[src/verilog/rv_pkg.sv]
package rv_pkg;

  // pc, data and register contents
  typedef logic [31:0] word_t;
  typedef logic [31:0] insn_t;
  typedef logic [4:0]  reg_idx_t;
  typedef logic [6:0]  opcode_t;

  // what the writeback slot holds in a given cycle
  typedef enum logic [1:0] {
    cycle_reset        = 2'd0,
    cycle_no_stall     = 2'd1,
    cycle_taken_branch = 2'd2
  } cycle_status_e;

  // major opcodes of the rv32i base encoding
  localparam opcode_t opcode_lui     = 7'b01_101_11;
  localparam opcode_t opcode_auipc   = 7'b00_101_11;
  localparam opcode_t opcode_branch  = 7'b11_000_11;
  localparam opcode_t opcode_reg_imm = 7'b00_100_11;
  localparam opcode_t opcode_reg_reg = 7'b01_100_11;
  localparam opcode_t opcode_environ = 7'b11_100_11;

  // opcode zero decodes as nothing, so a bubble never writes
  localparam insn_t insn_nop = 32'h0000_0000;

  function automatic reg_idx_t insn_rd(input insn_t insn);
    return insn[11:7];
  endfunction

  function automatic reg_idx_t insn_rs1(input insn_t insn);
    return insn[19:15];
  endfunction

  function automatic reg_idx_t insn_rs2(input insn_t insn);
    return insn[24:20];
  endfunction

  function automatic opcode_t insn_opcode(input insn_t insn);
    return insn[6:0];
  endfunction

endpackage

[src/verilog/writeback_stage.sv]
`timescale 1ns/1ps

module writeback_stage (
  input  logic                  clk,
  input  logic                  rst,
  input  rv_pkg::word_t         m_pc,
  input  rv_pkg::insn_t         m_insn,
  input  rv_pkg::cycle_status_e m_status,
  input  logic                  m_we,
  input  rv_pkg::reg_idx_t      m_rd,
  input  rv_pkg::word_t         m_data,
  output logic                  wb_we,
  output rv_pkg::reg_idx_t      wb_rd,
  output rv_pkg::word_t         wb_data,
  output logic                  halt,
  output rv_pkg::word_t         trace_wb_pc,
  output rv_pkg::insn_t         trace_wb_insn,
  output rv_pkg::cycle_status_e trace_wb_status
);
  import rv_pkg::*;

  // no loads, so the memory stage only delays its input by a cycle
  always_ff @(posedge clk) begin
    if (rst) begin
      trace_wb_pc     <= '0;
      trace_wb_insn   <= insn_nop;
      trace_wb_status <= cycle_reset;
      wb_we           <= 1'b0;
      wb_rd           <= '0;
    end else begin
      trace_wb_pc     <= m_pc;
      trace_wb_insn   <= m_insn;
      trace_wb_status <= m_status;
      wb_we           <= m_we;
      wb_rd           <= m_rd;
    end
  end

  always_ff @(posedge clk) begin
    wb_data <= m_data;
  end

  // ecall is the environ encoding with all upper bits zero
  assign halt = (insn_opcode(trace_wb_insn) == opcode_environ) && (trace_wb_insn[31:7] == '0);

endmodule

[config.mk]
export PLATFORM = sky130hd
export DESIGN_NAME = writeback_stage
export DESIGN_NICKNAME = d
export VERILOG_FILES = /design/src/verilog/rv_pkg.sv /design/src/verilog/writeback_stage.sv
export SDC_FILE = /design/constraint.sdc
export NUM_CORES = 1
export LEC_CHECK = 0
export ABC_AREA = 1
export BUFFER_PORTS_ARGS = -buffer_cell sky130_fd_sc_hd__buf_2
export CAP_MARGIN = 20
export CORE_ASPECT_RATIO = 0.75
export CORE_MARGIN = 10
export CORE_UTILIZATION = 35
export CTS_CLUSTER_SIZE = 30
export DETAILED_ROUTE_END_ITERATION = 8
export PLACE_DENSITY = 0.74
export SLEW_MARGIN = 20
export SYNTH_ARGS = -nofsm -noshare
export SYNTH_HDL_FRONTEND = slang
export SYNTH_SLANG_ARGS = --single-unit
export TNS_END_PERCENT = 5
[constraint.sdc]
create_clock -name clk -period 0.9 [get_ports clk]
set_input_delay 0.27 -clock clk [delete_from_list [all_inputs] [get_ports clk]]
set_output_delay 0.27 -clock clk [all_outputs]
set_load 0.01 [all_outputs]
==> out/qor.txt <==
Status = finished, violations left
Failing checks = negative setup slack
Synth Area in XOR/XNOR = 0
CTS tree = yes
Largest family of logic cells by synthesized area = simple AND/OR/NAND/NOR gates
Layout area overhead = 77.4%
Pre-antenna DRT Iters = 4
Arr. time, crit path = 1.28 ns
DRT Wirelength = 9.29 mm
Final Non-Filler Cells = 645
Fin util = 0.637
Post-synthesis mux area share = 0
Dominant cells by area after synthesis = dfxtp_1, nor2_1, inv_1
Grt ovf = 0
Root Buffer = clkbuf_8
Compound-cell area share of the yosys netlist = 0
Final setup violation count = 105
Hold Startpoint = m_data[31]
Vias per cell = 3.95
F_max = 644 MHz
Die area = 12100 um2
Detailed Route Iter0 Violations = 80
DRT antenna net count = 0
Port buffer count = 210
Drt wl/cell = 14.4 um
Fraction of layout cells with a size suffix above 1 = 0.557
Placed cells = 599
Worst hold margin = 0.0280 ns
DIE WIDTH = 124 um
Worst Tran Pin Value = 0.200 ns
Setup crit start kind = flip-flop
Routability cong. = 0.815
Total power = 0.00892 W
Vias after detailed routing = 2545
Clk buf depth = 2
P_leak = 2.72 nW
Hold Vio Cnt, Final = 0
Antenna Cells = 0
CP required = 0.63 ns
GRT Total Usage = 0.139
Slew HR = 0.866
Total CTS buffers = 9
Chip height = 97.9 um
Element type at the critical path end = output pin
Min-delay worst type = input port to flip-flop
Hold EP = wb_data[31]
Synth Area in Adders = 0
Register clock-pin slew on the reported worst setup and hold paths = 0.09 ns
Min Tclk post-route = 1.55 ns
Crit Path Class = flip-flop to output pin
CTS sink count = 104
Net Count, Synth = 393
Post-synthesis simple-gate area fraction = 0.135
Max VDD drop = 0.00106 V
Setup Buffers After CTS = 0
Top Ports = 211
Synth top area share = 0.735
Worst setup margin = -0.653 ns
Post-synthesis instance total = 287
Hold path depth = 1
Syn_area_per_cell = 9.87 um2
Synth warn = 0
Layout fillers = 604
Post-synthesis register bit count = 104
Syn Std Cell Area = 2830 um2
Setup WS pre-CTS = -0.331 ns
PD cells = 1770 nW/um2
Final slew viol count = 0
Distinct cells, synth = 6
Seq/Total Area, Yosys = 0.735
Nets = 642
RSZ-0062 raised after global routing = true
Largest net degree at the start of global routing = 47
Tcrit/Tclk final = 1.73
Row count = 28
Initial antenna violation count = 1
Vias in the first global route = 2652
First-pass GRT wire length = 13.1 mm
Critical Path Fanout Max = 2
Dpl hpwl = 6.88 mm
Commonest cells after routing, fill and taps aside = buf_2, nor2_1, inv_1
Yosys top cell by area = dfxtp_1
Core area = 7880 um2
Initial Util = 0.359
Most common cell after layout, fill and taps aside = buf_2
Max cap viols = 0
# DRC = 0
H-tree depth = 3
==> metal layers <==
layer | part of all wire | up-vias | global-route usage
li1 | - | 1282 | -
met1 | 0.33 | 1119 | 0.120
met2 | 0.50 | 131 | 0.244
met3 | 0.15 | 11 | 0.100
met4 | 0.0099 | 2 | 0.0456
met5 | 0.00075 | - | 0
==> worst max-delay path by stage <==
stage / from / to / slack (ns) / cells past startpoint
after floorplan: trace_wb_insn[16] / halt / -0.12 / 5
after global placement: trace_wb_insn[3] / halt / -0.33 / 6
after detailed placement: trace_wb_insn[3] / halt / -0.33 / 6
after CTS: trace_wb_insn[3] / halt / -0.68 / 6
after global routing: trace_wb_insn[1] / halt / -0.78 / 7
final: trace_wb_insn[29] / halt / -0.65 / 6
==> sequential cells by signal (all words and copies together), names as in the netlist <==
register,flops
trace_wb_insn,32
trace_wb_pc,32
wb_data,32
wb_rd,5
trace_wb_status,2
wb_we,1
==> critical path: stages, from the launching register on <==
cell     delay, ns
dfxtp_2       0.33
nor2_1        0.11
nand2_1       0.07
nor2_2        0.14
nand2_2       0.08
nor2_2        0.08
buf_2         0.13
==> power breakdown <==
part / switching (W) / total, W / internal [W] / leakage (nW)
clock: 0.00145 / 0.00274 / 0.00129 / 0.0900
combinational: 0.000484 / 0.00118 / 0.000695 / 1.74
sequential: 0.000112 / 0.00499 / 0.00488 / 0.885
total: 0.00205 / 0.00892 / 0.00686 / 2.72
==> final cells by class <==
cell class | instances | area (um2) | share of cell area
Clock inverter | 4 | 55.1 | 0.0110
Timing Repair Buffer | 246 | 1870 | 0.372
Multi-Input combinational cell | 101 | 389 | 0.0775
Inverter | 74 | 278 | 0.0553
Sequential cell | 104 | 2170 | 0.432
Tap cell | 105 | 131 | 0.0262
Clock buffer | 11 | 131 | 0.0262
==> stage by stage <==
step	setup TNS, ns	area (um2)
floorplan	-0.117	2850
global placement	-0.326	4000
detailed placement	-0.331	4000
CTS	-19.98	4640
global route	-22.81	5020
finish	-17.05	5020
==> Yosys cell counts (all sizes together) <==
| cell type | n |
|---|---|
| nand2 | 10 |
| nand4 | 1 |
| buf | 8 |
| inv | 74 |
| nor2 | 90 |
| dfxtp | 104 |
==> cell families after synthesis <==
family,count (synthesis)
flops,104
simple gates,101
buf+inv,82
==> what timing repair did <==
| item | CTS | global route |
|---|---|---|
| endpoints found under the hold margin | 16 | 15 |
| endpoints found under the setup margin | 105 | 105 |
| resized for setup | 76 | 65 |
| hold buffers | 16 | 15 |
(Power assumes the default switching activity.)
