### src/verilog/rv_pkg.sv
package rv_pkg;

  // pc, data and register contents
  typedef logic [31:0] word_t;
  typedef logic [31:0] insn_t;
  typedef logic [4:0]  reg_idx_t;
  typedef logic [6:0]  opcode_t;

  // what the writeback slot holds in a given cycle
  typedef enum logic [1:0] {
    cycle_reset        = 2'd0,
    cycle_no_stall     = 2'd1,
    cycle_taken_branch = 2'd2
  } cycle_status_e;

  // major opcodes of the rv32i base encoding
  localparam opcode_t opcode_lui     = 7'b01_101_11;
  localparam opcode_t opcode_auipc   = 7'b00_101_11;
  localparam opcode_t opcode_branch  = 7'b11_000_11;
  localparam opcode_t opcode_reg_imm = 7'b00_100_11;
  localparam opcode_t opcode_reg_reg = 7'b01_100_11;
  localparam opcode_t opcode_environ = 7'b11_100_11;

  // opcode zero decodes as nothing, so a bubble never writes
  localparam insn_t insn_nop = 32'h0000_0000;

  function automatic reg_idx_t insn_rd(input insn_t insn);
    return insn[11:7];
  endfunction

  function automatic reg_idx_t insn_rs1(input insn_t insn);
    return insn[19:15];
  endfunction

  function automatic reg_idx_t insn_rs2(input insn_t insn);
    return insn[24:20];
  endfunction

  function automatic opcode_t insn_opcode(input insn_t insn);
    return insn[6:0];
  endfunction

endpackage

### src/verilog/reg_file.sv
`timescale 1ns/1ps

module reg_file (
  input  logic             clk,
  input  logic             rst,
  input  logic             we,
  input  rv_pkg::reg_idx_t rd,
  input  rv_pkg::word_t    rd_data,
  input  rv_pkg::reg_idx_t rs1,
  input  rv_pkg::reg_idx_t rs2,
  output rv_pkg::word_t    rs1_data,
  output rv_pkg::word_t    rs2_data
);
  import rv_pkg::*;

  word_t regs [32];

  assign rs1_data = regs[rs1];
  assign rs2_data = regs[rs2];

  // x0 is cleared by reset and never written, so it reads zero
  always_ff @(posedge clk) begin
    if (rst) begin
      for (int i = 0; i < 32; i++) begin
        regs[i] <= '0;
      end
    end else if (we && rd != '0) begin
      regs[rd] <= rd_data;
    end
  end

endmodule

### config.mk
export PLATFORM = sky130hd
export DESIGN_NAME = reg_file
export DESIGN_NICKNAME = d
export VERILOG_FILES = /design/src/verilog/rv_pkg.sv /design/src/verilog/reg_file.sv
export SDC_FILE = /design/constraint.sdc
export NUM_CORES = 2
export LEC_CHECK = 0
export CAP_MARGIN = 20
export CORE_UTILIZATION = 55
export DETAILED_ROUTE_END_ITERATION = 16
export DONT_BUFFER_PORTS = 1
export GPL_TIMING_DRIVEN = 0
export PLACE_DENSITY = 0.7
export SLEW_MARGIN = 20
export SYNTH_ARGS = -nofsm -noshare
export SYNTH_HDL_FRONTEND = slang
export SYNTH_SLANG_ARGS = --single-unit
### constraint.sdc
create_clock -name clk -period 2.2 [get_ports clk]
set_input_delay 0 -clock clk [delete_from_list [all_inputs] [get_ports clk]]
set_output_delay 0 -clock clk [all_outputs]
set_load 0.01 [all_outputs]
==> reports/metrics.yaml <==
post-route-util: 0.621
reg.largest.list: "regs (1024)"
cpPeakStageDelay_ns: 0.93
fmax_mhz: 432
tritoncts: "built"
grt_max_degree: 33
cts_buffers: 110
crit_slowest_cell: "nor2_1"
maxSlewHeadroom: 0.182
ys_ff_latch: 1024
ys_warn_count: 0
grtUsageMet3: 0.141
rsz0062_at_grt: "true"
worstMarginPinSlew_ns: 1.22
cp_cell_sequence: "dlygate4sd3_1 > nand3_2 > nor2_1 > or2_4 > buf_12"
drv_slew: 0
synth_area_sq_mm: 0.0559
wl_per_cell_microns: 34.0
min_path_cells: 2
avgSynthCellArea_sq_um: 12.1
dp.final_hpwl_microns: 147000
drc: 0
grt_remaining_overflow: 0
whs_ns: 0.0187
clk_pin_slew_ns: 0.07
rows: 116
setup_violations: 88
nets: 4858
path_class: "in2reg"
maxCapViolCount: 0
via_count: 42000
clkSinkCount: 1024
start_util: 0.557
grt.busiest_layer: "met2"
arrival_ns: 2.71
grtUsageMet2: 0.597
antenna_left: 0
crit_path_end_kind: "flop"
grt.met1_usage: 0.524
synth_cells: 4605
cts-root-buf: "clkbuf_16"
grt_pass1_vias: 39700
portBuffers: 0
h-tree-depth: 3
crit_start: "rd[0]"
crit_path_end: "regs[31][9]"
core_region_area_sq_mm: 0.100
total_power_w: 0.0475
cp_data_required_time_ns: 2.59
p_leak_nw: 24.4
cp-start-kind: "primary input"
power.density_mw_per_mm2: 762
period_needed_ns: 2.31
violations: "setup timing"
die_h_microns: 321
vdd_drop_max_mv: 0.661
ys_types: 29
synthToLayoutAreaGrowth_pct: 11.5
fill_cells: 7969
timing.final.ws_setup_ns: -0.113
antenna_found_initial: 17
ios: 114
fin_crit_sh: 1.05
grt_pass1_wl_microns: 291000
drive_gt1_frac: 0.101
drt-pass1-iter-count: 7
hold_path.class: "in2reg"
gp_congestion: 0.994
wirelength_microns: 213000
largest_reg_flops: 1024
grtUsageTotal: 0.407
status: "finished, violations left"
avgViaCountPerCell: 6.69
regMostFlops: "regs"
crit_fanout: 20
die_w_microns: 321
hold_viol: 0
ys_seq_area_frac: 0.550
drt-initial-drc-count: 6221
fp.dieArea_sq_mm: 0.103
clockBufferDepth: 3
[worst min-delay path by stage]
stage                     start          end  slack [ns]
finish              rd_data[29]  regs[7][29]        0.02
global route         rd_data[2]   regs[8][2]        0.03
CTS                 rd_data[29]  regs[7][29]      0.0008
detailed placement   rd_data[6]   regs[5][6]        0.20
global placement    rd_data[24]  regs[5][24]        0.20
floorplan           rd_data[31]  regs[1][31]        0.20
[cells by family (layout without fill, tap and decap cells)]
| logic type | after synthesis | after routing | synth area share |
|---|---|---|---|
| AOI/OAI and AO/OA | 576 | 576 | 0.0702 |
| buffers and inverters | 446 | 712 | 0.0390 |
| DFF | 1024 | 1024 | 0.550 |
| muxes | 1024 | 1024 | 0.183 |
| other | 1 | 44 | 0.0000671 |
| and+or+nand+nor | 1534 | 1534 | 0.157 |
[cell type report]
| class | count | area [sq um] | area share |
|---|---|---|---|
| Buffer | 446 | 2250 | 0.0361 |
| Antenna cell | 12 | 30.0 | 0.000482 |
| Multi-Input combinational cell | 3166 | 23500 | 0.377 |
| Tap cell | 1357 | 1700 | 0.0272 |
| Timing Repair Buffer | 60 | 668 | 0.0107 |
| Clock buffer | 129 | 2870 | 0.0460 |
| Sequential cell | 1024 | 30700 | 0.493 |
| Clock inverter | 77 | 582 | 0.00933 |
[per-layer routing]
layer,vias up,share of wire
li1,17300,-
met1,20700,0.36
met2,3305,0.43
met3,657,0.14
met4,14,0.065
met5,-,0.00048
[layout by cell type (no fill, tap or decap), types with 3 or more instances in the layout]
cell type      netlist  layout
and2_1             994     994
mux2i_1           1024    1024
a31oi_2              0      23
clkbuf_4             7      14
buf_4               63      64
dlygate4sd3_1        0      54
clkinv_1             0      36
nand3_1            193     178
a22oi_2              0       3
buf_2              113     103
nor2_2               7       8
edfxtp_1          1024    1024
nor3_1              64      41
clkbuf_16            0     112
clkinvlp_4           0       6
nor2_1              21      18
inv_6                0       4
bufinv_16            0       8
nand2b_1             5       5
a21oi_1            192     192
diode_2              0      12
buf_6               12      16
clkbuf_1           218     226
or2_4                0      15
nand2_1            196     196
conb_1               1      32
nor2_4               7       9
nor2b_1              5       5
or2_2               33      18
nor3_2               0      23
a22o_1             128     128
nand3_2              1      16
clkinv_2             0      22
clkbuf_2             9      21
nand3b_1             3       3
a22oi_1            192     189
a31oi_1             64      41
buf_12               0       5
buf_1               24      18
[synth_stat cells]
cell type	instances	area (sq um)
clkbuf_1	218	818
nor2_2	7	43.8
nand3_2	1	10.0
a31oi_1	64	400
edfxtp_1	1024	30700
or2_2	33	206
nand2_1	196	736
or3_1	2	12.5
buf_4	63	473
buf_1	24	90.1
nand2b_1	5	31.3
and2_1	994	6220
nor2b_1	5	31.3
a21oi_1	192	961
buf_6	12	135
a22oi_1	192	1440
nand3b_2	1	11.3
nor2_4	7	78.8
conb_1	1	3.75
a22o_1	128	1120
nor2_1	21	78.8
nand3_1	193	966
clkbuf_2	9	45.0
clkbuf_4	7	52.6
buf_2	113	566
nand3b_1	3	22.5
or3b_4	2	22.5
nor3_1	64	320
mux2i_1	1024	10200
[repair_timing]
action / 4_1_cts / 5_1_grt
hold endpoints to repair: 877 / 2
hold buffers: 53 / 1
buffers inserted: 0 / 0
gates cloned: 0 / 0
setup endpoints to repair: 55 / 164
resized for setup: 26 / 78
[critical path, delay by kind of cell]
| family | cells | cell delay [ns] |
|---|---|---|
| buffers and inverters | 2 | 0.84 |
| AND/OR/NAND/NOR | 3 | 1.84 |
[where the power goes]
part	switching [W]	internal (W)	total, W
registers	0.000575	0.0226	0.0231
logic	0.00418	0.00185	0.00603
clock network	0.00812	0.0102	0.0183
total	0.0129	0.0346	0.0475
[metrics by stage]
stage	area [sq um]	TNS, ns	worst slack (ns)	cells
finish	62300	-4.78	-0.113	6271
floorplan	56000	0	0.592	4636
CTS	61900	0	0.00266	6255
global route	62300	-0.124	-0.0344	6260
global placement	57700	-370.51	-0.886	5993
detailed placement	57800	-209.57	-0.523	5996
Power figures use the tool's default switching activity.
