--- src/verilog/rv_pkg.sv ---
package rv_pkg;

  // pc, data and register contents
  typedef logic [31:0] word_t;
  typedef logic [31:0] insn_t;
  typedef logic [4:0]  reg_idx_t;
  typedef logic [6:0]  opcode_t;

  // what the writeback slot holds in a given cycle
  typedef enum logic [1:0] {
    cycle_reset        = 2'd0,
    cycle_no_stall     = 2'd1,
    cycle_taken_branch = 2'd2
  } cycle_status_e;

  // major opcodes of the rv32i base encoding
  localparam opcode_t opcode_lui     = 7'b01_101_11;
  localparam opcode_t opcode_auipc   = 7'b00_101_11;
  localparam opcode_t opcode_branch  = 7'b11_000_11;
  localparam opcode_t opcode_reg_imm = 7'b00_100_11;
  localparam opcode_t opcode_reg_reg = 7'b01_100_11;
  localparam opcode_t opcode_environ = 7'b11_100_11;

  // opcode zero decodes as nothing, so a bubble never writes
  localparam insn_t insn_nop = 32'h0000_0000;

  function automatic reg_idx_t insn_rd(input insn_t insn);
    return insn[11:7];
  endfunction

  function automatic reg_idx_t insn_rs1(input insn_t insn);
    return insn[19:15];
  endfunction

  function automatic reg_idx_t insn_rs2(input insn_t insn);
    return insn[24:20];
  endfunction

  function automatic opcode_t insn_opcode(input insn_t insn);
    return insn[6:0];
  endfunction

endpackage

--- src/verilog/decode_stage.sv ---
`timescale 1ns/1ps

module decode_stage (
  input  logic                  clk,
  input  logic                  rst,
  input  rv_pkg::word_t         d_pc,
  input  rv_pkg::insn_t         d_insn,
  input  rv_pkg::cycle_status_e d_status,
  input  logic                  branch_taken,
  input  logic                  wb_we,
  input  rv_pkg::reg_idx_t      wb_rd,
  input  rv_pkg::word_t         wb_data,
  output rv_pkg::reg_idx_t      rs1,
  output rv_pkg::reg_idx_t      rs2,
  input  rv_pkg::word_t         rs1_data,
  input  rv_pkg::word_t         rs2_data,
  output rv_pkg::word_t         x_pc,
  output rv_pkg::insn_t         x_insn,
  output rv_pkg::cycle_status_e x_status,
  output rv_pkg::word_t         x_rs1_val,
  output rv_pkg::word_t         x_rs2_val
);
  import rv_pkg::*;

  word_t rs1_fwd;
  word_t rs2_fwd;

  assign rs1 = insn_rs1(d_insn);
  assign rs2 = insn_rs2(d_insn);

  // the register file takes the writeback value only at the end of this cycle
  assign rs1_fwd = (wb_we && wb_rd != '0 && wb_rd == rs1) ? wb_data : rs1_data;
  assign rs2_fwd = (wb_we && wb_rd != '0 && wb_rd == rs2) ? wb_data : rs2_data;

  // decode holds the instruction right behind a taken branch
  always_ff @(posedge clk) begin
    if (rst) begin
      x_pc     <= '0;
      x_insn   <= insn_nop;
      x_status <= cycle_reset;
    end else if (branch_taken) begin
      x_pc     <= '0;
      x_insn   <= insn_nop;
      x_status <= cycle_taken_branch;
    end else begin
      x_pc     <= d_pc;
      x_insn   <= d_insn;
      x_status <= d_status;
    end
  end

  always_ff @(posedge clk) begin
    x_rs1_val <= rs1_fwd;
    x_rs2_val <= rs2_fwd;
  end

endmodule

--- config.mk ---
export PLATFORM = sky130hd
export DESIGN_NAME = decode_stage
export DESIGN_NICKNAME = d
export VERILOG_FILES = /design/src/verilog/rv_pkg.sv /design/src/verilog/decode_stage.sv
export SDC_FILE = /design/constraint.sdc
export NUM_CORES = 1
export LEC_CHECK = 0
export BUFFER_PORTS_ARGS = -buffer_cell sky130_fd_sc_hd__buf_2
export CAP_MARGIN = 20
export CELL_PAD_IN_SITES_DETAIL_PLACEMENT = 1
export CELL_PAD_IN_SITES_GLOBAL_PLACEMENT = 2
export CORE_MARGIN = 2
export CORE_UTILIZATION = 21
export CTS_CLUSTER_DIAMETER = 50
export DETAILED_ROUTE_END_ITERATION = 7
export PLACE_DENSITY = 0.71
export SYNTH_ARGS = -nofsm -noshare
export SYNTH_HDL_FRONTEND = slang
export SYNTH_SLANG_ARGS = --single-unit
--- constraint.sdc ---
create_clock -name clk -period 1.6 [get_ports clk]
set_clock_uncertainty 0.1 [all_clocks]
set_input_delay 0.16 -clock clk [delete_from_list [all_inputs] [get_ports clk]]
set_output_delay 0.16 -clock clk [all_outputs]
set_load 0.03 [all_outputs]
==> run metrics <==
register bit total from synthesis=130; WP depth=6; Syn Nets=between 400 and 500; CP max FO=20; Post-DP HPWL=approximately 11000 µm; crit-path cells=buf_2 -> or4_4 -> o21ai_4 -> nor4_4 -> buf_12 -> mux2_4; post-cts resize count=0; H-tree Lvls=4; CP startpoint=wb_rd[4]; kind of critical path=in -> reg; Worst path slowest cell=or4_4; min Tclk post-route=~1.5 ns; Antenna Cells=0; post-CTS setup buffers=0; gr ovfl total=0; Worst Path Arrival=around 1.7 ns; initial antenna violation count=0; die height=between 100 and 150 µm; Top-Level Pins=311; Vias=between 4000 and 5000; post-synthesis adder-cell area fraction=0%; multiplexer share of the synthesized area=22.0%; Rel. slew slack=68.5%; Syn Std Cell Area=between 0.004 and 0.005 mm²; top cell type by total area after synthesis=dfxtp_1; synth-to-layout area growth=96.8%; # DRC=0; RSZ-0062 raised after global routing=no; DR WL/cell=~15 µm; CTS tree=yes; ranking of synthesized cells by area=dfxtp_1 (60%), mux2_4 (21%), and2_1 (9.5%), buf_4 (1.7%), buf_6 (1.6%); Cell variety after synth=14; critical path startpoint category=primary input; design area=roughly 0.0085 mm²; vias in the first global route=roughly 4700; total track usage=between 15 and 20%; XOR/XNOR share of the synthesized area=just over 2%; family with the most delay on the worst path=simple AND/OR/NAND/NOR gates; Core ar.=slightly above 0.02 mm²; vias per inst=3.77; Total Wirelength=~16000 µm; area fraction of the dominant cell type after synthesis=60.5%; Max Cap Violations=0; Worst Tran Pin Value=about 0.47 ns; final period utilization=91.3%; PwrDens=1070 mW/mm²; Clock Sinks=130; antenna-violating nets left=0; CP required=approximately 1.8 ns; status=completed; Slew Limit Fails=0; peak supply drop=~0.63 mV; drt pass-1 iters=3; Hold Path Class=in -> reg; Layout Utilization=42.0%; clk root buf=clkbuf_16; Critical path buffers and inverters=2; Rows=52; largest family of logic cells by synthesized area=multiplexers; layout cells sized above 1=between 50% and 60%; GPL Wtd Cong=~0.72; crit end category=flop; setup violators final=0; hold buffer count at CTS=162; Nets=958; Initial Utilization=between 20% and 30%; die width=between 100 and 150 µm; Warnings, synthesis=0; first-pass GRT wire length=~25000 µm; DR iter-0 viols=77; die area=~0.022 mm²; largest net degree at the start of global routing=57; CTS max path bufs=2; Seq/Total Area, Yosys=60.5%; crit path capture=x_rs2_val[26]; Reg clk slew, reported paths=0.05 ns; post-synthesis compound-gate area fraction=less than 1%; I/O Buffers=310; CTS Buf Count=17; Mean Syn Cell Area=approximately 14 µm²; simple logic cell fraction of the synthesized area=about 11%; Max Clk Rate=between 600 and 700 MHz; CP peak stage delay=around 0.54 ns; Final Hold Viols=0; Placement Cell Area=a little over 0.006 mm²; Cells after Synth=~300; Leak=between 4 and 5 nW
cells in the mapped netlist:
cell / instances
nor4_4: 2
mux2_2: 4
mux2_4: 60
dfxtp_1: 130
xor2_1: 4
o21ai_4: 1
or4_4: 1
nand3_1: 2
xnor2_1: 6
clkbuf_1: 7
buf_6: 6
buf_4: 10
nor2_1: 3
and2_1: 65
cell families after synthesis:
logic type                after synthesis
DFF                                   130
and+or+nand+nor                        73
muxes                                  64
buffers and inverters                  23
xor gates and xnor gates               10
AOI/OAI and AO/OA                       1
flip-flops by register name, indices dropped and copies added (netlist names):
signal / cells
x_rs1_val: 32
x_insn: 32
x_status: 2
x_pc: 32
x_rs2_val: 32
cell type report:
cell class              instances  area [µm²]
clock buffers                  20         467
clock inverters                11         175
fillers                      2269       11700
multi-input cells             148        1540
flip-flops and latches        130        2600
well taps                     270         338
repair buffers                490        3350
report_power, final:
part / switching, mW / internal (mW)
Clock: 1.47 / 2.74
Sequential: 0.0438 / 3.41
Combinational: 0.709 / 0.729
worst min-delay path by stage:
| stage | from | end | slack, ns | cells after the start |
|---|---|---|---|---|
| 5_1_grt | d_insn[15] | x_insn[15] | 0.02 | 3 |
| 2_1_floorplan | rst | x_status[1] | 0.13 | 1 |
| 3_3_place_gp | d_pc[23] | x_pc[23] | 0.26 | 2 |
| 6_report | d_insn[15] | x_insn[15] | 0.02 | 3 |
| 4_1_cts | d_insn[15] | x_insn[15] | 0.005 | 3 |
| 3_5_place_dp | d_pc[9] | x_pc[9] | 0.27 | 2 |
routing by layer:
| metal | vias up | share of wire (%) | GRT usage (%) |
|---|---|---|---|
| li1 | 1942 | - | - |
| met1 | 1876 | 36 | 14.8 |
| met2 | 173 | 56 | 29.2 |
| met3 | 34 | 5.3 | 4.69 |
| met4 | 0 | 3.5 | 7.12 |
| met5 | - | 0 | 0 |
cells in the final DEF (no fill, tap or decap), types with 4 or more instances in the layout:
cell type      netlist  routed
bufinv_16            0       4
buf_2                0     310
and2_1              65      65
buf_4               10      15
dfxtp_1            130     130
mux2_4              60      60
xnor2_1              6       6
clkbuf_16            0      17
xor2_1               4       4
mux2_2               4       4
dlygate4sd3_1        0     162
tightest hold or removal path, cell delays in order:
cell    delay [ns]
buf_2         0.11
buf_4         0.11
and2_1        0.10
metrics by stage:
stage               std cells  total power [mW]  hold WS (ns)  TNS, ns  setup WS [ns]
finish                   1069              9.10        0.0182        0          0.139
global route             1069              9.49        0.0201        0          0.127
CTS                      1069              9.25       0.00538        0          0.164
detailed placement        876              4.64         0.265   -16.99         -0.286
global placement          876              4.61         0.261   -15.43         -0.258
floorplan                 301              4.16         0.132    -2.62        -0.0437
No activity file was read; power rests on OpenSTA's default activity.
