==> config.mk <==
export PLATFORM = sky130hd
export DESIGN_NAME = fetch_stage
export DESIGN_NICKNAME = d
export VERILOG_FILES = /design/src/verilog/rv_pkg.sv /design/src/verilog/fetch_stage.sv
export SDC_FILE = /design/constraint.sdc
export NUM_CORES = 1
export LEC_CHECK = 0
export BUFFER_PORTS_ARGS = -buffer_cell sky130_fd_sc_hd__buf_2
export CORE_ASPECT_RATIO = 2
export CORE_UTILIZATION = 49
export DETAILED_ROUTE_END_ITERATION = 8
export PLACE_DENSITY = 0.91
export SLEW_MARGIN = 20
export SYNTH_ARGS = -nofsm -noshare
export SYNTH_HDL_FRONTEND = slang
export SYNTH_SLANG_ARGS = --single-unit
export TNS_END_PERCENT = 100
==> constraint.sdc <==
create_clock -name clk -period 5 [get_ports clk]
set_clock_uncertainty 0.15 [all_clocks]
set_input_delay 1 -clock clk [delete_from_list [all_inputs] [get_ports clk]]
set_output_delay 1 -clock clk [all_outputs]
set_load 0.1 [all_outputs]
==> src/verilog/rv_pkg.sv <==
package rv_pkg;

  // pc, data and register contents
  typedef logic [31:0] word_t;
  typedef logic [31:0] insn_t;
  typedef logic [4:0]  reg_idx_t;
  typedef logic [6:0]  opcode_t;

  // what the writeback slot holds in a given cycle
  typedef enum logic [1:0] {
    cycle_reset        = 2'd0,
    cycle_no_stall     = 2'd1,
    cycle_taken_branch = 2'd2
  } cycle_status_e;

  // major opcodes of the rv32i base encoding
  localparam opcode_t opcode_lui     = 7'b01_101_11;
  localparam opcode_t opcode_auipc   = 7'b00_101_11;
  localparam opcode_t opcode_branch  = 7'b11_000_11;
  localparam opcode_t opcode_reg_imm = 7'b00_100_11;
  localparam opcode_t opcode_reg_reg = 7'b01_100_11;
  localparam opcode_t opcode_environ = 7'b11_100_11;

  // opcode zero decodes as nothing, so a bubble never writes
  localparam insn_t insn_nop = 32'h0000_0000;

  function automatic reg_idx_t insn_rd(input insn_t insn);
    return insn[11:7];
  endfunction

  function automatic reg_idx_t insn_rs1(input insn_t insn);
    return insn[19:15];
  endfunction

  function automatic reg_idx_t insn_rs2(input insn_t insn);
    return insn[24:20];
  endfunction

  function automatic opcode_t insn_opcode(input insn_t insn);
    return insn[6:0];
  endfunction

endpackage

==> src/verilog/fetch_stage.sv <==
`timescale 1ns/1ps

module fetch_stage (
  input  logic                  clk,
  input  logic                  rst,
  input  logic                  branch_taken,
  input  rv_pkg::word_t         branch_target,
  input  rv_pkg::insn_t         fetch_insn,
  output rv_pkg::word_t         pc,
  output rv_pkg::word_t         d_pc,
  output rv_pkg::insn_t         d_insn,
  output rv_pkg::cycle_status_e d_status
);
  import rv_pkg::*;

  word_t pc_next;

  // branch resolved in execute redirects the next fetch
  assign pc_next = branch_taken ? branch_target : pc + 32'd4;

  always_ff @(posedge clk) begin
    if (rst) begin
      pc <= '0;
    end else begin
      pc <= pc_next;
    end
  end

  // the word fetched this cycle is on the wrong path when a branch is taken
  always_ff @(posedge clk) begin
    if (rst) begin
      d_pc     <= '0;
      d_insn   <= insn_nop;
      d_status <= cycle_reset;
    end else if (branch_taken) begin
      d_pc     <= '0;
      d_insn   <= insn_nop;
      d_status <= cycle_taken_branch;
    end else begin
      d_pc     <= pc;
      d_insn   <= fetch_insn;
      d_status <= cycle_no_stall;
    end
  end

endmodule

==> impl_metrics.sql, run 1 <==
INSERT INTO impl_metrics (metric_group, metric, value, unit) VALUES
('final_layout', 'final_area', '0.00463', 'mm2'),
('grt', 'globalRouteOverflowTotal', '0', ''),
('outcome', 'status', 'completed', ''),
('synth', 'avgSynthCellArea', '9.94', 'um2'),
('place', 'io_buffers', '164', ''),
('worst_setup_path', 'setup.worst_path.end_class', 'register', ''),
('worst_setup_path', 'setup.worst_path.class', 'register to register', ''),
('sta', 'unrepaired_setup_endpoints_after_global_routing', 'no', ''),
('worst_hold_path', 'hp-class', 'register to register', ''),
('floorplan', 'area_enclosed_by_the_die_boundary', '0.00744', 'mm2'),
('sta', 'period_share', '55.6', '%'),
('sta', 'min_period', '2.78', 'ns'),
('floorplan', 'std_cell_rows', '43', ''),
('final_layout', 'diodes', '0', ''),
('power_and_ir_drop', 'power.ir.vdd_worst', '208', 'uV'),
('power_and_ir_drop', 'power_density', '418', 'mW/mm2'),
('worst_setup_path', 'critical_path_peak_fanout', '14', ''),
('route', 'via_per_inst', '5.27', ''),
('worst_setup_path', 'setup_crit_start_kind', 'register', ''),
('cts', 'cts_tree', 'built', ''),
('sta', 'maxClockFrequency', '360', 'MHz'),
('run', 'max-cap-violations', '0', ''),
('sta', 'setup_viol_count_final', '0', ''),
('cts', 'ctsResizeCount', '0', ''),
('grt', 'grt_pass1_wl', '13700', 'um'),
('route', 'routed_wirelength', '9000', 'um'),
('sta', 'hold_violations', '0', ''),
('place', 'placement.cell_area', '0.00433', 'mm2'),
('sta', 'timing_max_transition_violations_final', '0', ''),
('route', 'detail_route.iter0.violations', '182', ''),
('grt', 'grt_antenna_before_repair', '0', ''),
('synth', 'synth-async-reset-ratio', '0', '%'),
('synth', 'count_of_flip_flops_with_a_built_in_enable_after_synthesis', '0', ''),
('synth', 'synth_sequential_area_ratio', '56.6', '%'),
('cts', 'root_buffer', 'clkbuf_16', ''),
('worst_setup_path', 'crit-reg2reg-launch', 'pc[6]', ''),
('cts', 'ctsHoldBuffers', '0', ''),
('synth', 'net_count_synth', '417', ''),
('cts', 'post-cts-setup-buffers', '0', ''),
('cts', 'clockBufferDepth', '2', ''),
('grt', 'grt_pass1_vias', '2920', ''),
('power_and_ir_drop', 'leakagePower', '2.17', 'nW'),
('synth', 'yosysUniqueCellTypes', '34', ''),
('route', 'drt_pre_antenna_iters', '4', ''),
('cts', 'cts_max_level', '3', ''),
('floorplan', 'initial_standard_cell_utilization_of_the_core', '50.4', '%'),
('floorplan', 'chipWidth', '61.5', 'um'),
('place', 'dp_hpwl', '6510', 'um'),
('synth', 'mappedNetlistArea', '0.00347', 'mm2'),
('synth', 'yosys_warnings', '0', ''),
('sta', 'setup_tns', '0', 'ns'),
('floorplan', 'design.core.area', '0.00689', 'mm2'),
('cts', 'tritoncts_num_sinks', '98', ''),
('place', 'globalplace.congestion', '0.861', ''),
('grt', 'globalRouteTotalUtil', '24.7', '%'),
('final_layout', 'final_layout_size_suffix_gt1_share', '36.0', '%'),
('final_layout', 'flow.area_growth_from_synthesis', '33.4', '%'),
('worst_setup_path', 'worst_ep_arrival_time', '2.86', 'ns'),
('cts', 'clkSlewWorstSetupHoldPaths', '0.07', 'ns'),
('sta', 'timing_worst_slew_pin_value', '0.965', 'ns'),
('route', 'detailroute.via_count', '3151', ''),
('cts', 'tritoncts.num_buffers', '9', ''),
('worst_setup_path', 'worst-endpoint-required', '5.08', 'ns'),
('synth', 'ys_dominant_reg_cell', 'dfxtp_1', ''),
('worst_hold_path', 'holdCritStartpoint', 'pc[1]', ''),
('grt', 'grt_max_degree', '63', ''),
('floorplan', 'ios', '165', ''),
('route', 'remaining_drc_errors', '0', ''),
('floorplan', 'chipHeight', '121', 'um'),
('worst_setup_path', 'startpoint', 'pc[6]', ''),
('cts', 'worstSkewPairLatency', '0.34', 'ns'),
('route', 'routed_wirelength_normalized_by_instance_count', '15.1', 'um'),
('sta', 'max-slew-margin-rel', '35.5', '%'),
('synth', 'synth_cells', '349', ''),
('route', 'drtAntennaViolNets', '0', ''),
('synth', 'ys_seq_elements', '98', ''),
('final_layout', 'layout.nets', '571', '');
-- metrics by stage --
stage	hold WS [ns]	cells	util [%]	setup WS, ns	total power [mW]
2_1_floorplan	0.802	349	-	2.07	1.18
6_report	0.337	598	67.2	2.22	1.93
3_5_place_dp	0.326	582	62.8	2.13	1.26
3_3_place_gp	0.317	582	62.8	2.23	1.25
5_1_grt	0.379	598	67.2	2.08	2.00
4_1_cts	0.343	598	67.2	2.24	1.94
-- state kept, by name (all words and copies together), names as in the netlist --
register,flops
d_pc,32
d_insn,32
d_status,2
pc,32
-- logic make-up (layout without fill, tap and decap cells) --
logic type                 after synthesis  after routing  share of synthesized area (%)
and+or+nand+nor                        161            161                           26.3
adders and majority gates                1              1                          0.361
muxes                                    1              1                          0.289
xor gates and xnor gates                12             12                           3.03
AOI/OAI and AO/OA                       47             47                           10.0
buffers and inverters                   29            188                           3.39
DFF                                     98             98                           56.6
-- area by class of cell --
cell class | count | area [um2]
clock buffer | 10 | 239
clock inverter | 6 | 62.6
fill | 593 | 2260
inverter | 7 | 26.3
multi-input combinational | 222 | 1400
sequential | 98 | 1960
tap | 90 | 113
timing repair buffer | 165 | 828
-- cell usage after synthesis, drive strengths merged (9+ instances only) --
cell    number  area, um2
or4         13        101
clkbuf      18       67.6
a211oi       9       67.6
and2        60        375
nand2       13       48.8
nand4        9       56.3
a311oi      12        105
dfxtp       98       1960
nor2        26       97.6
o31ai       10       75.1
nand3       15       75.1
-- final timing paths --
kind              to  slack [ns]  cells after the start
max           pc[29]        2.22                      4
min          d_pc[1]        0.34                      1
max reg2reg   pc[29]        2.22                      4
min reg2reg  d_pc[1]        0.34                      1
-- worst max-delay path: stages (launching register included) --
cell and delay, ns:
dfxtp_1 0.48, nand4_1 0.45, or4_4 0.75, or4_1 0.52, a311oi_1 0.31
-- metal layers --
layer	track usage (%)	routed length (um)
met4	12.4	245
met2	45.0	5050
met5	0	0
met3	4.58	502
met1	24.9	3200
-- cells in the final DEF (no fill, tap or decap), types with 2 or more instances in the layout --
| cell | netlist | final |
|---|---|---|
| nor4_1 | 4 | 4 |
| nor3_1 | 7 | 7 |
| nand2_1 | 13 | 13 |
| inv_6 | 0 | 2 |
| clkinv_2 | 0 | 3 |
| and4_1 | 3 | 3 |
| a211oi_1 | 9 | 9 |
| a311oi_1 | 12 | 12 |
| nand3_1 | 15 | 15 |
| or4_1 | 12 | 12 |
| and3_1 | 3 | 3 |
| a21oi_1 | 5 | 5 |
| and2_1 | 60 | 60 |
| buf_2 | 1 | 164 |
| o21ai_0 | 4 | 4 |
| nand4_1 | 9 | 9 |
| xnor2_1 | 6 | 6 |
| dfxtp_1 | 98 | 98 |
| inv_1 | 7 | 7 |
| o31ai_1 | 10 | 10 |
| clkbuf_16 | 0 | 9 |
| or3_1 | 7 | 7 |
| nor2_1 | 26 | 25 |
| a21o_1 | 2 | 2 |
| xor2_1 | 6 | 6 |
-- where the power goes --
group          leakage [nW]  switching [mW]  internal (mW)
clock                 0.153           0.288          0.402
sequential            0.806          0.0331          0.817
combinational          1.21           0.325         0.0692
total                  2.17           0.646           1.29
Power figures use the tool's default switching activity.
==> inputs of run 2 (changes only) <==
--- a/config.mk
+++ b/config.mk
@@ -7,9 +7,9 @@
 export LEC_CHECK = 0
 export BUFFER_PORTS_ARGS = -buffer_cell sky130_fd_sc_hd__buf_2
 export CORE_ASPECT_RATIO = 2
-export CORE_UTILIZATION = 49
+export CORE_UTILIZATION = 46
 export DETAILED_ROUTE_END_ITERATION = 8
-export PLACE_DENSITY = 0.91
+export PLACE_DENSITY = 0.86
 export SLEW_MARGIN = 20
 export SYNTH_ARGS = -nofsm -noshare
 export SYNTH_HDL_FRONTEND = slang
==> constraint.sdc (replaced) <==
create_clock -name clk -period 2.7 [get_ports clk]
set_clock_uncertainty 0.15 [all_clocks]
set_input_delay 0.54 -clock clk [delete_from_list [all_inputs] [get_ports clk]]
set_output_delay 0.54 -clock clk [all_outputs]
set_load 0.1 [all_outputs]
==> run 2 against run 1 <==
Non-clock buffer count grew 6. Register-to-register slack got worse by 1.8 ns. Highest routed layer unchanged. Critical endpoint is now pc[30]. Via count is 0.25% lower.
==> impl_metrics.sql, run 2 (synthesis gave the netlist of run 1 again) <==
INSERT INTO impl_metrics (metric_group, metric, value, unit) VALUES
('outcome', 'status', 'completed', ''),
('power_and_ir_drop', 'power_frac_clock', '37.7', '%'),
('grt', 'grt_pass1_wl', '14300', 'um'),
('sta', 'maxClockFrequency', '435', 'MHz'),
('worst_setup_path', 'critical_path_peak_fanout', '10', ''),
('cts', 'post-cts-setup-buffers', '0', ''),
('worst_hold_path', 'hp-class', 'primary input to register', ''),
('place', 'dp_worst_setup_slack', '0.425', 'ns'),
('floorplan', 'initial_standard_cell_utilization_of_the_core', '47.7', '%'),
('route', 'detailroute.via_count', '3143', ''),
('place', 'placement.cell_area', '0.00440', 'mm2'),
('route', 'drtAntennaViolNets', '0', ''),
('final_layout', 'diodes', '0', ''),
('sta', 'timing_worst_slew_pin_value', '0.626', 'ns'),
('power_and_ir_drop', 'power.internal', '2.52', 'mW'),
('place', 'dp_hpwl', '6850', 'um'),
('power_and_ir_drop', 'power.share.switching', '32.2', '%'),
('grt', 'grt_antenna_before_repair', '0', ''),
('cts', 'root_buffer', 'clkbuf_16', ''),
('grt', 'globalRouteTotalUtil', '23.7', '%'),
('final_layout', 'layout.nets', '577', ''),
('floorplan', 'ios', '165', ''),
('worst_setup_path', 'timing.reg2reg.setup_slack', '0.40', 'ns'),
('route', 'via_per_inst', '5.19', ''),
('power_and_ir_drop', 'power.ir.vdd_worst', '378', 'uV'),
('worst_setup_path', 'crit-reg2reg-launch', 'pc[10]', ''),
('cts', 'clockBufferDepth', '2', ''),
('worst_setup_path', 'setup.worst_path.class', 'register to register', ''),
('floorplan', 'chipWidth', '63.4', 'um'),
('worst_hold_path', 'holdCritStartpoint', 'fetch_insn[4]', ''),
('cts', 'clkSlewWorstSetupHoldPaths', '0.07', 'ns'),
('grt', 'grt_max_degree', '33', ''),
('cts', 'tritoncts_num_sinks', '98', ''),
('final_layout', 'flow.area_growth_from_synthesis', '36.4', '%'),
('floorplan', 'chipHeight', '125', 'um'),
('route', 'routed_wirelength', '9110', 'um'),
('power_and_ir_drop', 'switching_power', '1.19', 'mW'),
('sta', 'timing_max_transition_violations_final', '0', ''),
('route', 'drt_pre_antenna_iters', '4', ''),
('floorplan', 'std_cell_rows', '44', ''),
('final_layout', 'most-common-layout-cells', '164 x buf_2, 79 x dfxtp_1, 60 x and2_1', ''),
('floorplan', 'design.core.area', '0.00727', 'mm2'),
('worst_setup_path', 'worst_ep_arrival_time', '2.39', 'ns'),
('sta', 'min_period', '2.30', 'ns'),
('sta', 'period_share', '85.2', '%'),
('power_and_ir_drop', 'combinationalPowerShare', '19.9', '%'),
('final_layout', 'final_layout_size_suffix_gt1_share', '40.5', '%'),
('place', 'io_buffers', '164', ''),
('power_and_ir_drop', 'leakagePower', '2.22', 'nW'),
('sta', 'unrepaired_setup_endpoints_after_global_routing', 'no', ''),
('sta', 'hold_violations', '0', ''),
('final_layout', 'reg.largest.list', 'd_insn x32, d_pc x32, pc x32', ''),
('cts', 'cts_max_level', '3', ''),
('place', 'globalplace.congestion', '0.867', ''),
('final_layout', 'final_area', '0.00473', 'mm2'),
('floorplan', 'area_enclosed_by_the_die_boundary', '0.00791', 'mm2'),
('sta', 'max-slew-margin-rel', '57.9', '%'),
('cts', 'tritoncts.num_buffers', '9', ''),
('cts', 'ctsResizeCount', '0', ''),
('final_layout', 'layout.cells.most_common', 'buf_2', ''),
('cts', 'worstSkewPairLatency', '0.34', 'ns'),
('route', 'remaining_drc_errors', '0', ''),
('route', 'detail_route.iter0.violations', '154', ''),
('power_and_ir_drop', 'sequential_cell_fraction_of_total_power', '42.4', '%'),
('worst_setup_path', 'worst-endpoint-required', '2.79', 'ns'),
('grt', 'globalRouteOverflowTotal', '0', ''),
('route', 'routed_wirelength_normalized_by_instance_count', '15.0', 'um'),
('cts', 'cts_tree', 'built', ''),
('worst_setup_path', 'startpoint', 'pc[10]', ''),
('worst_setup_path', 'setup.worst_path.end_class', 'register', ''),
('cts', 'ctsHoldBuffers', '0', ''),
('worst_setup_path', 'setup_crit_start_kind', 'register', ''),
('sta', 'setup_tns', '0', 'ns'),
('sta', 'final.setup.worst_slack', '0.400', 'ns'),
('sta', 'setup_viol_count_final', '0', ''),
('power_and_ir_drop', 'power_density', '784', 'mW/mm2'),
('final_layout', 'layout.filler_cells', '599', ''),
('grt', 'grt_pass1_vias', '2959', ''),
('run', 'max-cap-violations', '0', '');
==> run 2: changes by cell type in the layout (fill, tap and decap cells not counted), sizes merged <==
cell and change:
bufinv +1, buf +6, clkbuf +1, clkinv -2
==> run 2: layer usage <==
layer / vias to the layer above / track usage [%] / share of wire (%)
li1: 1554 / - / -
met1: 1433 / 23.5 / 35
met2: 133 / 44.3 / 56
met3: 23 / 3.75 / 5.4
met4: 0 / 13.6 / 3.3
met5: - / 0 / 0
==> run 2: stage by stage <==
| step | util, % | power, mW | cells | hold WS [ns] |
|---|---|---|---|---|
| 2_1_floorplan | - | 2.19 | 349 | 0.499 |
| 3_3_place_gp | 60.5 | 2.34 | 590 | 0.316 |
| 3_5_place_dp | 60.5 | 2.35 | 590 | 0.334 |
| 4_1_cts | 65.1 | 3.74 | 606 | 0.237 |
| 5_1_grt | 65.1 | 3.83 | 606 | 0.243 |
| 6_report | 65.1 | 3.71 | 606 | 0.246 |
==> run 2: worst max-delay path, cell delays in order (launching register included) <==
cell and delay [ns]:
dfxtp_2 0.39, nand4_1 0.35, or3_1 0.60, or4_1 0.44, a311oi_1 0.28
==> run 2: final cells by class <==
cell class / instances / area [um2] / area share (%)
Clock buffer: 11 / 253 / 5.34
Clock inverter: 5 / 82.6 / 1.75
Inverter: 7 / 26.3 / 0.555
Multi-Input combinational cell: 222 / 1400 / 29.5
Sequential cell: 98 / 1990 / 42.0
Tap cell: 92 / 115 / 2.43
Timing Repair Buffer: 171 / 873 / 18.5
==> run 2: power by group through the flow <==
stage               clock network, mW  registers [mW]  logic [mW]
finish                           1.40            1.57       0.739
global route                     1.48            1.58       0.766
CTS                              1.42            1.57       0.743
detailed placement                  0            1.61       0.740
global placement                    0            1.60       0.735
floorplan                           0            2.09       0.105
==> run 2: worst paths after layout <==
check / endpoint / depth (start not counted)
max: pc[30] / 4
min reg2reg: d_pc[0] / 1
max reg2reg: pc[30] / 4
min: d_insn[4] / 2
